<file path="src/lsu_conf_pkg.sv">
package lsu_conf_pkg;

  // ----------------------------------------------------------
  // address and register widths
  // ----------------------------------------------------------
  localparam int paddr_w = 32;
  localparam int xlen_w  = 64;

  // ----------------------------------------------------------
  // cache-line geometry
  // ----------------------------------------------------------
  localparam int line_w     = 128;
  localparam int line_b_w   = line_w / 8;        // bytes per line
  localparam int line_off_w = $clog2(line_b_w);  // byte offset bits

  typedef logic [paddr_w-1:0]  paddr_t;
  typedef logic [xlen_w-1:0]   xlen_t;
  typedef logic [line_w-1:0]   line_t;
  typedef logic [line_b_w-1:0] line_be_t;

  // address with the byte offset stripped
  typedef logic [paddr_w-line_off_w-1:0] line_addr_t;

  // two addresses hit the same line when these match
  function automatic line_addr_t line_addr(paddr_t addr);
    return addr[paddr_w-1:line_off_w];
  endfunction

endpackage

</file>
<file path="src/lsu_bus_pkg.sv">
package lsu_bus_pkg;

  // ----------------------------------------------------------
  // uncached store size, as sent by the lsu pipeline
  // ----------------------------------------------------------
  typedef enum logic [1:0] {
    size_b  = 2'b00,
    size_h  = 2'b01,
    size_w  = 2'b10,
    size_dw = 2'b11
  } st_size_t;

  // ----------------------------------------------------------
  // l2 request tag
  // ----------------------------------------------------------
  localparam int l2_tag_w = 8;
  localparam int l2_src_w = 2;  // source code sits in the top bits

  typedef logic [l2_src_w-1:0] l2_src_t;
  typedef logic [l2_tag_w-1:0] l2_tag_t;

  localparam l2_src_t src_evict = 2'b10;  // dirty line from l1d
  localparam l2_src_t src_uc    = 2'b11;  // uncached store

  // lower tag bits stay zero, one request per source in flight
  function automatic l2_tag_t make_tag(l2_src_t src);
    return {src, {(l2_tag_w-l2_src_w){1'b0}}};
  endfunction

  // line leaving the l1d
  typedef struct packed {
    lsu_conf_pkg::paddr_t paddr;
    lsu_conf_pkg::line_t  data;
  } evict_payload_t;

endpackage

</file>
<file path="src/lsu_store_ifs.sv">
`timescale 1ns/1ps

// l1d eviction into the store-out stage
interface evict_if;
  import lsu_bus_pkg::*;

  logic           valid;
  logic           ready;
  evict_payload_t payload;

  modport master (output valid, output payload, input ready);
  modport slave  (input valid, input payload, output ready);
endinterface

// uncached store from the lsu pipeline
interface uc_write_if;
  import lsu_conf_pkg::*;
  import lsu_bus_pkg::*;

  logic     valid;
  logic     ready;
  paddr_t   paddr;
  xlen_t    data;
  st_size_t size;

  modport master (output valid, output paddr, output data, output size, input ready);
  modport slave  (input valid, input paddr, input data, input size, output ready);
endinterface

// one load lane probing the pending eviction, no handshake
interface fwd_check_if;
  import lsu_conf_pkg::*;

  logic   valid;
  paddr_t paddr;
  logic   fwd_valid;
  xlen_t  fwd_data;

  modport master (output valid, output paddr, input fwd_valid, input fwd_data);
  modport slave  (input valid, input paddr, output fwd_valid, output fwd_data);
endinterface

// coherence snoop, answer one cycle after the strobe
interface snoop_if;
  import lsu_conf_pkg::*;

  logic   req_valid;
  paddr_t req_paddr;
  logic   resp_valid;
  logic   resp_hit;
  line_t  resp_data;

  modport master (output req_valid, output req_paddr,
                  input resp_valid, input resp_hit, input resp_data);
  modport slave  (input req_valid, input req_paddr,
                  output resp_valid, output resp_hit, output resp_data);
endinterface

// write request towards the l2
interface l2_wr_req_if;
  import lsu_conf_pkg::*;
  import lsu_bus_pkg::*;

  logic     valid;
  logic     ready;
  paddr_t   addr;
  l2_tag_t  tag;
  line_t    data;
  line_be_t byte_en;

  modport master (output valid, output addr, output tag, output data, output byte_en,
                  input ready);
  modport slave  (input valid, input addr, input tag, input data, input byte_en,
                  output ready);
endinterface

</file>
<file path="src/store_fwd_checker.sv">
`timescale 1ns/1ps

module store_fwd_checker (
  input logic                        i_clk,
  input logic                        i_reset_n,

  fwd_check_if.slave                 lane,

  // eviction register contents
  input logic                        i_evict_valid,
  input lsu_bus_pkg::evict_payload_t i_evict_payload
);
  import lsu_conf_pkg::*;

  logic  same_line;
  line_t shifted_line;

  assign same_line = line_addr(lane.paddr) == line_addr(i_evict_payload.paddr);

  // hit only while the line still waits for the l2
  assign lane.fwd_valid = lane.valid & i_evict_valid & same_line;

  // byte offset turned into a bit shift
  assign shifted_line  = i_evict_payload.data >> {lane.paddr[line_off_w-1:0], 3'b000};
  assign lane.fwd_data = shifted_line[xlen_w-1:0];  // load sees the low dword

  // ----------------------------------------------------------
  // checks
  // ----------------------------------------------------------
  // forwarded line must not move while still pending
  a_evict_line_stable: assert property (
    @(posedge i_clk) disable iff (!i_reset_n)
    i_evict_valid |=> !i_evict_valid || $stable(i_evict_payload)
  ) else $error("pending eviction line changed while still held");

endmodule

</file>
<file path="src/store_requestor.sv">
`timescale 1ns/1ps

module store_requestor #(
  parameter int lane_num = 2
) (
  input logic         i_clk,
  input logic         i_reset_n,

  evict_if.slave      evict,
  uc_write_if.slave   uc_write,

  fwd_check_if.slave  fwd_check [lane_num],  // one per load lane
  snoop_if.slave      snoop,

  l2_wr_req_if.master l2_req
);
  import lsu_conf_pkg::*;
  import lsu_bus_pkg::*;

  localparam l2_tag_t tag_evict = make_tag(src_evict);
  localparam l2_tag_t tag_uc    = make_tag(src_uc);

  logic           r_evict_valid;
  evict_payload_t r_evict_payload;

  logic           r_uc_valid;
  paddr_t         r_uc_paddr;
  xlen_t          r_uc_data;
  line_be_t       r_uc_be;
  line_be_t       uc_be_next;

  logic           sel_uc;       // arbiter picks the uncached store
  logic           r_uc_locked;  // uc request shown but not taken yet
  logic           l2_fire;

  logic           r_snoop_hit;
  line_t          r_snoop_data;

  assign l2_fire = l2_req.valid & l2_req.ready;

  // ------------------------------------------------------------
  // eviction holding register
  // ------------------------------------------------------------
  assign evict.ready = !r_evict_valid;

  always_ff @(posedge i_clk, negedge i_reset_n) begin
    if (!i_reset_n) begin
      r_evict_valid <= 1'b0;
    end else if (evict.valid & evict.ready) begin
      r_evict_valid <= 1'b1;
    end else if (l2_fire & !sel_uc) begin
      r_evict_valid <= 1'b0;
    end
  end

  always_ff @(posedge i_clk) begin
    if (evict.valid & evict.ready) begin
      r_evict_payload <= evict.payload;
    end
  end

  // ------------------------------------------------------------
  // uncached store holding register
  // ------------------------------------------------------------
  assign uc_write.ready = !r_uc_valid;

  always_comb begin
    uc_be_next = '0;
    unique case (uc_write.size)
      size_b:  uc_be_next = line_be_t'(8'h01);
      size_h:  uc_be_next = line_be_t'(8'h03);
      size_w:  uc_be_next = line_be_t'(8'h0f);
      size_dw: uc_be_next = line_be_t'(8'hff);
    endcase
  end

  always_ff @(posedge i_clk, negedge i_reset_n) begin
    if (!i_reset_n) begin
      r_uc_valid <= 1'b0;
    end else if (uc_write.valid & uc_write.ready) begin
      r_uc_valid <= 1'b1;
    end else if (l2_fire & sel_uc) begin
      r_uc_valid <= 1'b0;
    end
  end

  always_ff @(posedge i_clk) begin
    if (uc_write.valid & uc_write.ready) begin
      r_uc_paddr <= uc_write.paddr;
      r_uc_data  <= uc_write.data;
      r_uc_be    <= uc_be_next;
    end
  end

  // ------------------------------------------------------------
  // arbiter and l2 request mux
  // ------------------------------------------------------------
  // eviction first, unless a uc request is already stalled on the port
  assign sel_uc = r_uc_valid & (r_uc_locked | !r_evict_valid);

  always_ff @(posedge i_clk, negedge i_reset_n) begin
    if (!i_reset_n) begin
      r_uc_locked <= 1'b0;
    end else begin
      r_uc_locked <= sel_uc & !l2_req.ready;
    end
  end

  always_comb begin
    l2_req.valid = r_evict_valid | r_uc_valid;
    if (sel_uc) begin
      l2_req.addr    = r_uc_paddr;
      l2_req.tag     = tag_uc;
      l2_req.data    = {{(line_w-xlen_w){1'b0}}, r_uc_data};  // low dword of the line
      l2_req.byte_en = r_uc_be;
    end else begin
      l2_req.addr    = r_evict_payload.paddr;
      l2_req.tag     = tag_evict;
      l2_req.data    = r_evict_payload.data;
      l2_req.byte_en = '1;  // whole line
    end
  end

  // ------------------------------------------------------------
  // snoop checker
  // ------------------------------------------------------------
  always_ff @(posedge i_clk, negedge i_reset_n) begin
    if (!i_reset_n) begin
      snoop.resp_valid <= 1'b0;
      r_snoop_hit      <= 1'b0;
    end else begin
      snoop.resp_valid <= snoop.req_valid;
      r_snoop_hit      <= snoop.req_valid & r_evict_valid &
                          (line_addr(snoop.req_paddr) == line_addr(r_evict_payload.paddr));
    end
  end

  always_ff @(posedge i_clk) begin
    if (snoop.req_valid) begin
      r_snoop_data <= r_evict_payload.data;  // line as held in the request cycle
    end
  end

  assign snoop.resp_hit  = r_snoop_hit;
  assign snoop.resp_data = r_snoop_data;

  // ------------------------------------------------------------
  // forward checkers, one per load lane
  // ------------------------------------------------------------
  generate
    for (genvar g = 0; g < lane_num; g++) begin : g_fwd
      store_fwd_checker store_fwd_checker_inst (
        .i_clk           (i_clk),
        .i_reset_n       (i_reset_n),
        .lane            (fwd_check[g]),
        .i_evict_valid   (r_evict_valid),
        .i_evict_payload (r_evict_payload)
      );
    end
  endgenerate

  // ------------------------------------------------------------
  // checks
  // ------------------------------------------------------------
  a_l2_stable: assert property (
    @(posedge i_clk) disable iff (!i_reset_n)
    l2_req.valid && !l2_req.ready |=>
      l2_req.valid && $stable(l2_req.addr) && $stable(l2_req.tag) &&
      $stable(l2_req.data) && $stable(l2_req.byte_en)
  ) else $error("l2 request changed under back-pressure");

  // held uc store frees its slot only through an l2 transfer tagged uc
  a_uc_ready_held: assert property (
    @(posedge i_clk) disable iff (!i_reset_n)
    !uc_write.ready && !(l2_fire && l2_req.tag == tag_uc) |=> !uc_write.ready
  ) else $error("uc ready rose while the store was still held");

endmodule

</file>
<file path="src/lsu_store_out_top.sv">
`timescale 1ns/1ps

module lsu_store_out_top #(
  parameter int lane_num = 2
) (
  input  logic                                i_clk,
  input  logic                                i_reset_n,

  // l1d eviction
  input  logic                                i_evict_valid,
  output logic                                o_evict_ready,
  input  lsu_conf_pkg::paddr_t                i_evict_paddr,
  input  lsu_conf_pkg::line_t                 i_evict_data,

  // uncached store
  input  logic                                i_uc_valid,
  output logic                                o_uc_ready,
  input  lsu_conf_pkg::paddr_t                i_uc_paddr,
  input  lsu_conf_pkg::xlen_t                 i_uc_data,
  input  lsu_bus_pkg::st_size_t               i_uc_size,

  // load lane forwarding
  input  logic [lane_num-1:0]                 i_fwd_valid,
  input  lsu_conf_pkg::paddr_t [lane_num-1:0] i_fwd_paddr,
  output logic [lane_num-1:0]                 o_fwd_valid,
  output lsu_conf_pkg::xlen_t [lane_num-1:0]  o_fwd_data,

  // snoop
  input  logic                                i_snoop_req_valid,
  input  lsu_conf_pkg::paddr_t                i_snoop_req_paddr,
  output logic                                o_snoop_resp_valid,
  output logic                                o_snoop_resp_hit,
  output lsu_conf_pkg::line_t                 o_snoop_resp_data,

  // l2 write request
  output logic                                o_l2_valid,
  input  logic                                i_l2_ready,
  output lsu_conf_pkg::paddr_t                o_l2_addr,
  output lsu_bus_pkg::l2_tag_t                o_l2_tag,
  output lsu_conf_pkg::line_t                 o_l2_data,
  output lsu_conf_pkg::line_be_t              o_l2_byte_en
);

  evict_if     evict_bus ();
  uc_write_if  uc_bus ();
  fwd_check_if fwd_bus [lane_num] ();
  snoop_if     snoop_bus ();
  l2_wr_req_if l2_bus ();

  // ------------------------------------------------------------
  // ports onto interfaces
  // ------------------------------------------------------------
  assign evict_bus.valid   = i_evict_valid;
  assign evict_bus.payload = '{paddr: i_evict_paddr, data: i_evict_data};
  assign o_evict_ready     = evict_bus.ready;

  assign uc_bus.valid = i_uc_valid;
  assign uc_bus.paddr = i_uc_paddr;
  assign uc_bus.data  = i_uc_data;
  assign uc_bus.size  = i_uc_size;
  assign o_uc_ready   = uc_bus.ready;

  generate
    for (genvar g = 0; g < lane_num; g++) begin : g_lane
      assign fwd_bus[g].valid = i_fwd_valid[g];
      assign fwd_bus[g].paddr = i_fwd_paddr[g];
      assign o_fwd_valid[g]   = fwd_bus[g].fwd_valid;
      assign o_fwd_data[g]    = fwd_bus[g].fwd_data;
    end
  endgenerate

  assign snoop_bus.req_valid = i_snoop_req_valid;
  assign snoop_bus.req_paddr = i_snoop_req_paddr;
  assign o_snoop_resp_valid  = snoop_bus.resp_valid;
  assign o_snoop_resp_hit    = snoop_bus.resp_hit;
  assign o_snoop_resp_data   = snoop_bus.resp_data;

  assign l2_bus.ready = i_l2_ready;
  assign o_l2_valid   = l2_bus.valid;
  assign o_l2_addr    = l2_bus.addr;
  assign o_l2_tag     = l2_bus.tag;
  assign o_l2_data    = l2_bus.data;
  assign o_l2_byte_en = l2_bus.byte_en;

  store_requestor #(
    .lane_num (lane_num)
  ) store_requestor_inst (
    .i_clk     (i_clk),
    .i_reset_n (i_reset_n),
    .evict     (evict_bus),
    .uc_write  (uc_bus),
    .fwd_check (fwd_bus),
    .snoop     (snoop_bus),
    .l2_req    (l2_bus)
  );

endmodule

</file>
<file path="config.mk">
export PLATFORM = sky130hd
export DESIGN_NAME = lsu_store_out_top
export DESIGN_NICKNAME = d
export VERILOG_FILES = /design/src/lsu_conf_pkg.sv /design/src/lsu_bus_pkg.sv /design/src/lsu_store_ifs.sv /design/src/store_fwd_checker.sv /design/src/store_requestor.sv /design/src/lsu_store_out_top.sv
export SDC_FILE = /design/constraint.sdc
export NUM_CORES = 1
export LEC_CHECK = 0
export BUFFER_PORTS_ARGS = -buffer_cell sky130_fd_sc_hd__clkbuf_2
export CORE_AREA = 2 2 313 315
export DETAILED_ROUTE_END_ITERATION = 8
export DIE_AREA = 0 0 315 317
export HOLD_SLACK_MARGIN = 0.08
export PLACE_DENSITY_LB_ADDON = 0.3
export REMOVE_ABC_BUFFERS = 1
export SYNTH_ARGS = -nofsm -noshare
export SYNTH_HDL_FRONTEND = slang
export SYNTH_HIERARCHICAL = 1
export SYNTH_SLANG_ARGS = --single-unit
export TNS_END_PERCENT = 100
</file>
<file path="constraint.sdc">
create_clock -name i_clk -period 8.3 [get_ports i_clk]
set_input_delay 2.075 -clock i_clk [delete_from_list [all_inputs] [get_ports i_clk]]
set_output_delay 2.075 -clock i_clk [all_outputs]
set_load 0.05 [all_outputs]
</file>
==> flow_summary.ini <==
[outcome]
status = complete, no violations

[detailed_routing]
routed_wl_mm = 110
vias_per_cell = 4.97
drtPass1Iterations = 7
drt-initial-drc-count = 1874
dr_total_vias = 19900
drtAntennaViolNets = 0
wl_per_cell_um = 27.5
drc = 0

[power_and_ir_drop]
power.net_switching_mw = 4.97
seqPwrFrac = 0.298
p_int_mw = 4.78
comb_power_share = 0.494
power_mw = 9.76
ir_drop_mv = 0.168
pwr-share-clk = 0.208
leakage_nw = 12.4
power_density_nw_per_um2 = 331
swShare = 0.510

[global_routing]
gr-total-overflow = 0
grt_pass1_wl_mm = 150
antenna_found_initial = 12
grt_max_degree = 94
grt_use_total = 0.211
grt_pass1_vias = 19300

[floorplan]
rows = 114
start_util = 0.239
io_pins = 809
core_area_um2 = 96300
die_h_um = 317
die_w_um = 315
fp.dieArea_um2 = 99900

[setup_path]
cp-start-kind = input port
path_class = input port to output port
end_kind = output port
crit_path_end = o_fwd_data[76]
startpoint = i_fwd_paddr[32]
cp_max_fo = 53
reg2reg_to = store_requestor_inst/r_evict_payload[67]$_DFFE_PP_
crit_required_ns = 6.23
reg2reg_depth = 2
rr_startpoint = store_requestor_inst/r_evict_valid$_DFFE_PN0P_
r2r_slack_ns = 6.11
critPathArrivalTime_ns = 4.79

[place]
gp_congestion = 0.890
io_buffers = 796
place_hpwl_mm = 82.0

[cells_and_area]
syn_to_final_growth_pct = 27.8
nets = 3057
diodes = 0
layout_common_cells = clkbuf_2, nand2_1, edfxtp_1
fin_util = 0.306
mostFrequentLayoutCell = clkbuf_2
drive_gt1_frac = 0.387

[synthesis]
synthCells = 1963
ys_seq_area_frac = 0.510
yosysWarnings = 6
syn_avg_cell_area_um2 = 11.7
synthArstFlopShare = 0.0128
synth_area_um2 = 23000
ys_ff_latch = 392
synth.distinct_cells = 48
synth_edf_count = 387
ys.flop_type = edfxtp_1

[timing]
slew_violations = 0
slew_headroom = 0.180
hold_violations = 0
worstMarginPinSlew_ns = 1.23
min_period_over_period = 0.827
fin_crit_ns = 6.86
clock_skew_ns = 0.0239
grt_setup_unrepaired = no
timing.fmax_mhz = 146
setup_viol = 0

[clocking]
cts_hold_buf = 0
htreeDepth = 2
cts_buffers = 45
postCtsSetupBuffers = 0
cts_root_buffer = clkbuf_16
cts_tree = built
cts_resized = 0
clock_path_buffers = 3
numClockSinks = 392
clock_latency_ns = 0.60
cts.clk_slew.worst_paths_ns = 0.06

[hold_path]
hp-class = flip-flop to flip-flop
hold_depth = 0

[flow_run]
cap_violations = 0
-- worst max-delay path, stage by stage --
cell and delay, ns:
buf_4 0.30, inv_2 0.94, a22oi_1 0.17, a221o_1 0.39
a21oi_1 0.43, clkbuf_2 0.37
-- sequential cells by signal (all words and copies together), names as in the netlist --
| signal | flops |
|---|---|
| store_requestor_inst/r_evict_payload | 160 |
| store_requestor_inst/r_uc_locked | 1 |
| store_requestor_inst/snoop.resp_valid | 1 |
| store_requestor_inst/snoop.resp_data | 128 |
| store_requestor_inst/snoop.resp_hit | 1 |
| store_requestor_inst/r_uc_valid | 1 |
| store_requestor_inst/r_uc_data | 64 |
| store_requestor_inst/r_uc_be | 3 |
| store_requestor_inst/r_uc_paddr | 32 |
| store_requestor_inst/r_evict_valid | 1 |
-- cell type report --
class | instances | area [um^2]
fill | 10100 | 66800
sequential | 392 | 11700
multi-input combinational | 1400 | 10200
timing repair buffer | 849 | 4420
tap | 1276 | 1600
clock buffer | 56 | 1210
clock inverter | 26 | 258
inverter | 7 | 28.8
-- cell families (layout without fill, tap and decap cells) --
family,count (synthesis),after routing,share of synthesized area
simple gates,655,655,0.126
flops,392,392,0.510
compound gates,333,333,0.102
mux,320,320,0.179
buf+inv,177,938,0.0516
xor+xnor,84,84,0.0319
other cells,2,8,0.000326
-- power groups by stage --
stage | sequential, mW | clock, mW | combinational [mW]
after floorplan | 3.02 | 0 | 3.31
after global placement | 2.94 | 0 | 4.87
after detailed placement | 2.95 | 0 | 4.87
after CTS | 2.91 | 2.10 | 4.88
after global routing | 2.94 | 2.16 | 5.09
final | 2.91 | 2.03 | 4.82
-- layer usage --
metal  GRT usage  part of all wire  up-vias
li1            -                 -     8861
met3      0.0662             0.088      179
met5           0            0.0011        -
met2       0.360              0.49     1004
met4      0.0683             0.030       18
met1       0.253              0.39     9843
-- worst min-delay path by stage --
stage                                                       from                                                 to  slack (ns)
3_3_place_gp   store_requestor_inst/r_evict_payload[7]$_DFFE_PP_  store_requestor_inst/snoop.resp_data[7]$_DFFE_PP_        0.54
6_report       store_requestor_inst/r_evict_payload[7]$_DFFE_PP_  store_requestor_inst/snoop.resp_data[7]$_DFFE_PP_        0.56
2_1_floorplan  store_requestor_inst/r_evict_payload[0]$_DFFE_PP_  store_requestor_inst/snoop.resp_data[0]$_DFFE_PP_        0.46
3_5_place_dp   store_requestor_inst/r_evict_payload[7]$_DFFE_PP_  store_requestor_inst/snoop.resp_data[7]$_DFFE_PP_        0.54
4_1_cts        store_requestor_inst/r_evict_payload[7]$_DFFE_PP_  store_requestor_inst/snoop.resp_data[7]$_DFFE_PP_        0.55
5_1_grt        store_requestor_inst/r_evict_payload[6]$_DFFE_PP_  store_requestor_inst/snoop.resp_data[6]$_DFFE_PP_        0.58
-- stage by stage --
stage | hold slack, ns | TNS, ns | setup WS, ns | std cells | instance area [um^2]
finish | 0.557 | 0 | 1.44 | 4006 | 29400
global route | 0.580 | 0 | 1.31 | 4006 | 29400
CTS | 0.555 | 0 | 1.52 | 4006 | 29400
global placement | 0.538 | 0 | 1.53 | 3924 | 28000
detailed placement | 0.540 | 0 | 1.52 | 3924 | 28000
floorplan | 0.463 | -833.50 | -6.63 | 1799 | 21900
-- cells in the mapped netlist, types with 3 or more instances --
| library cell | instances | share of area |
|---|---|---|
| xnor2_1 | 27 | 0.010 |
| mux2i_1 | 204 | 0.089 |
| o32ai_1 | 6 | 0.0023 |
| nor4_1 | 15 | 0.0041 |
| o2bb2ai_1 | 12 | 0.0046 |
| o21ai_0 | 46 | 0.010 |
| buf_2 | 53 | 0.012 |
| nand2b_1 | 9 | 0.0024 |
| clkbuf_1 | 34 | 0.0055 |
| inv_1 | 6 | 0.00098 |
| mux4_2 | 68 | 0.066 |
| nor2b_1 | 30 | 0.0081 |
| nand4_1 | 12 | 0.0033 |
| mux2_2 | 48 | 0.023 |
| dfrtp_1 | 5 | 0.0054 |
| xor2_1 | 57 | 0.022 |
| buf_6 | 21 | 0.010 |
| edfxtp_1 | 387 | 0.50 |
| nand3_1 | 10 | 0.0022 |
| a21oi_1 | 43 | 0.0093 |
| buf_8 | 6 | 0.0039 |
| buf_4 | 47 | 0.015 |
| a22oi_1 | 64 | 0.021 |
| or2_2 | 5 | 0.0014 |
| a32oi_1 | 10 | 0.0038 |
| nand2_1 | 425 | 0.069 |
| nor3_1 | 5 | 0.0011 |
| o22ai_1 | 64 | 0.017 |
| nor2_2 | 4 | 0.0011 |
| clkbuf_2 | 6 | 0.0013 |
| buf_12 | 3 | 0.0026 |
| nand3b_1 | 10 | 0.0033 |
| a2111oi_0 | 6 | 0.0023 |
| nor2_1 | 55 | 0.0090 |
| a221o_1 | 20 | 0.0087 |
| and2_1 | 71 | 0.019 |
| o221ai_1 | 42 | 0.016 |
| a211oi_1 | 6 | 0.0020 |
| a31oi_1 | 5 | 0.0014 |
Power figures use the tool's default switching activity.
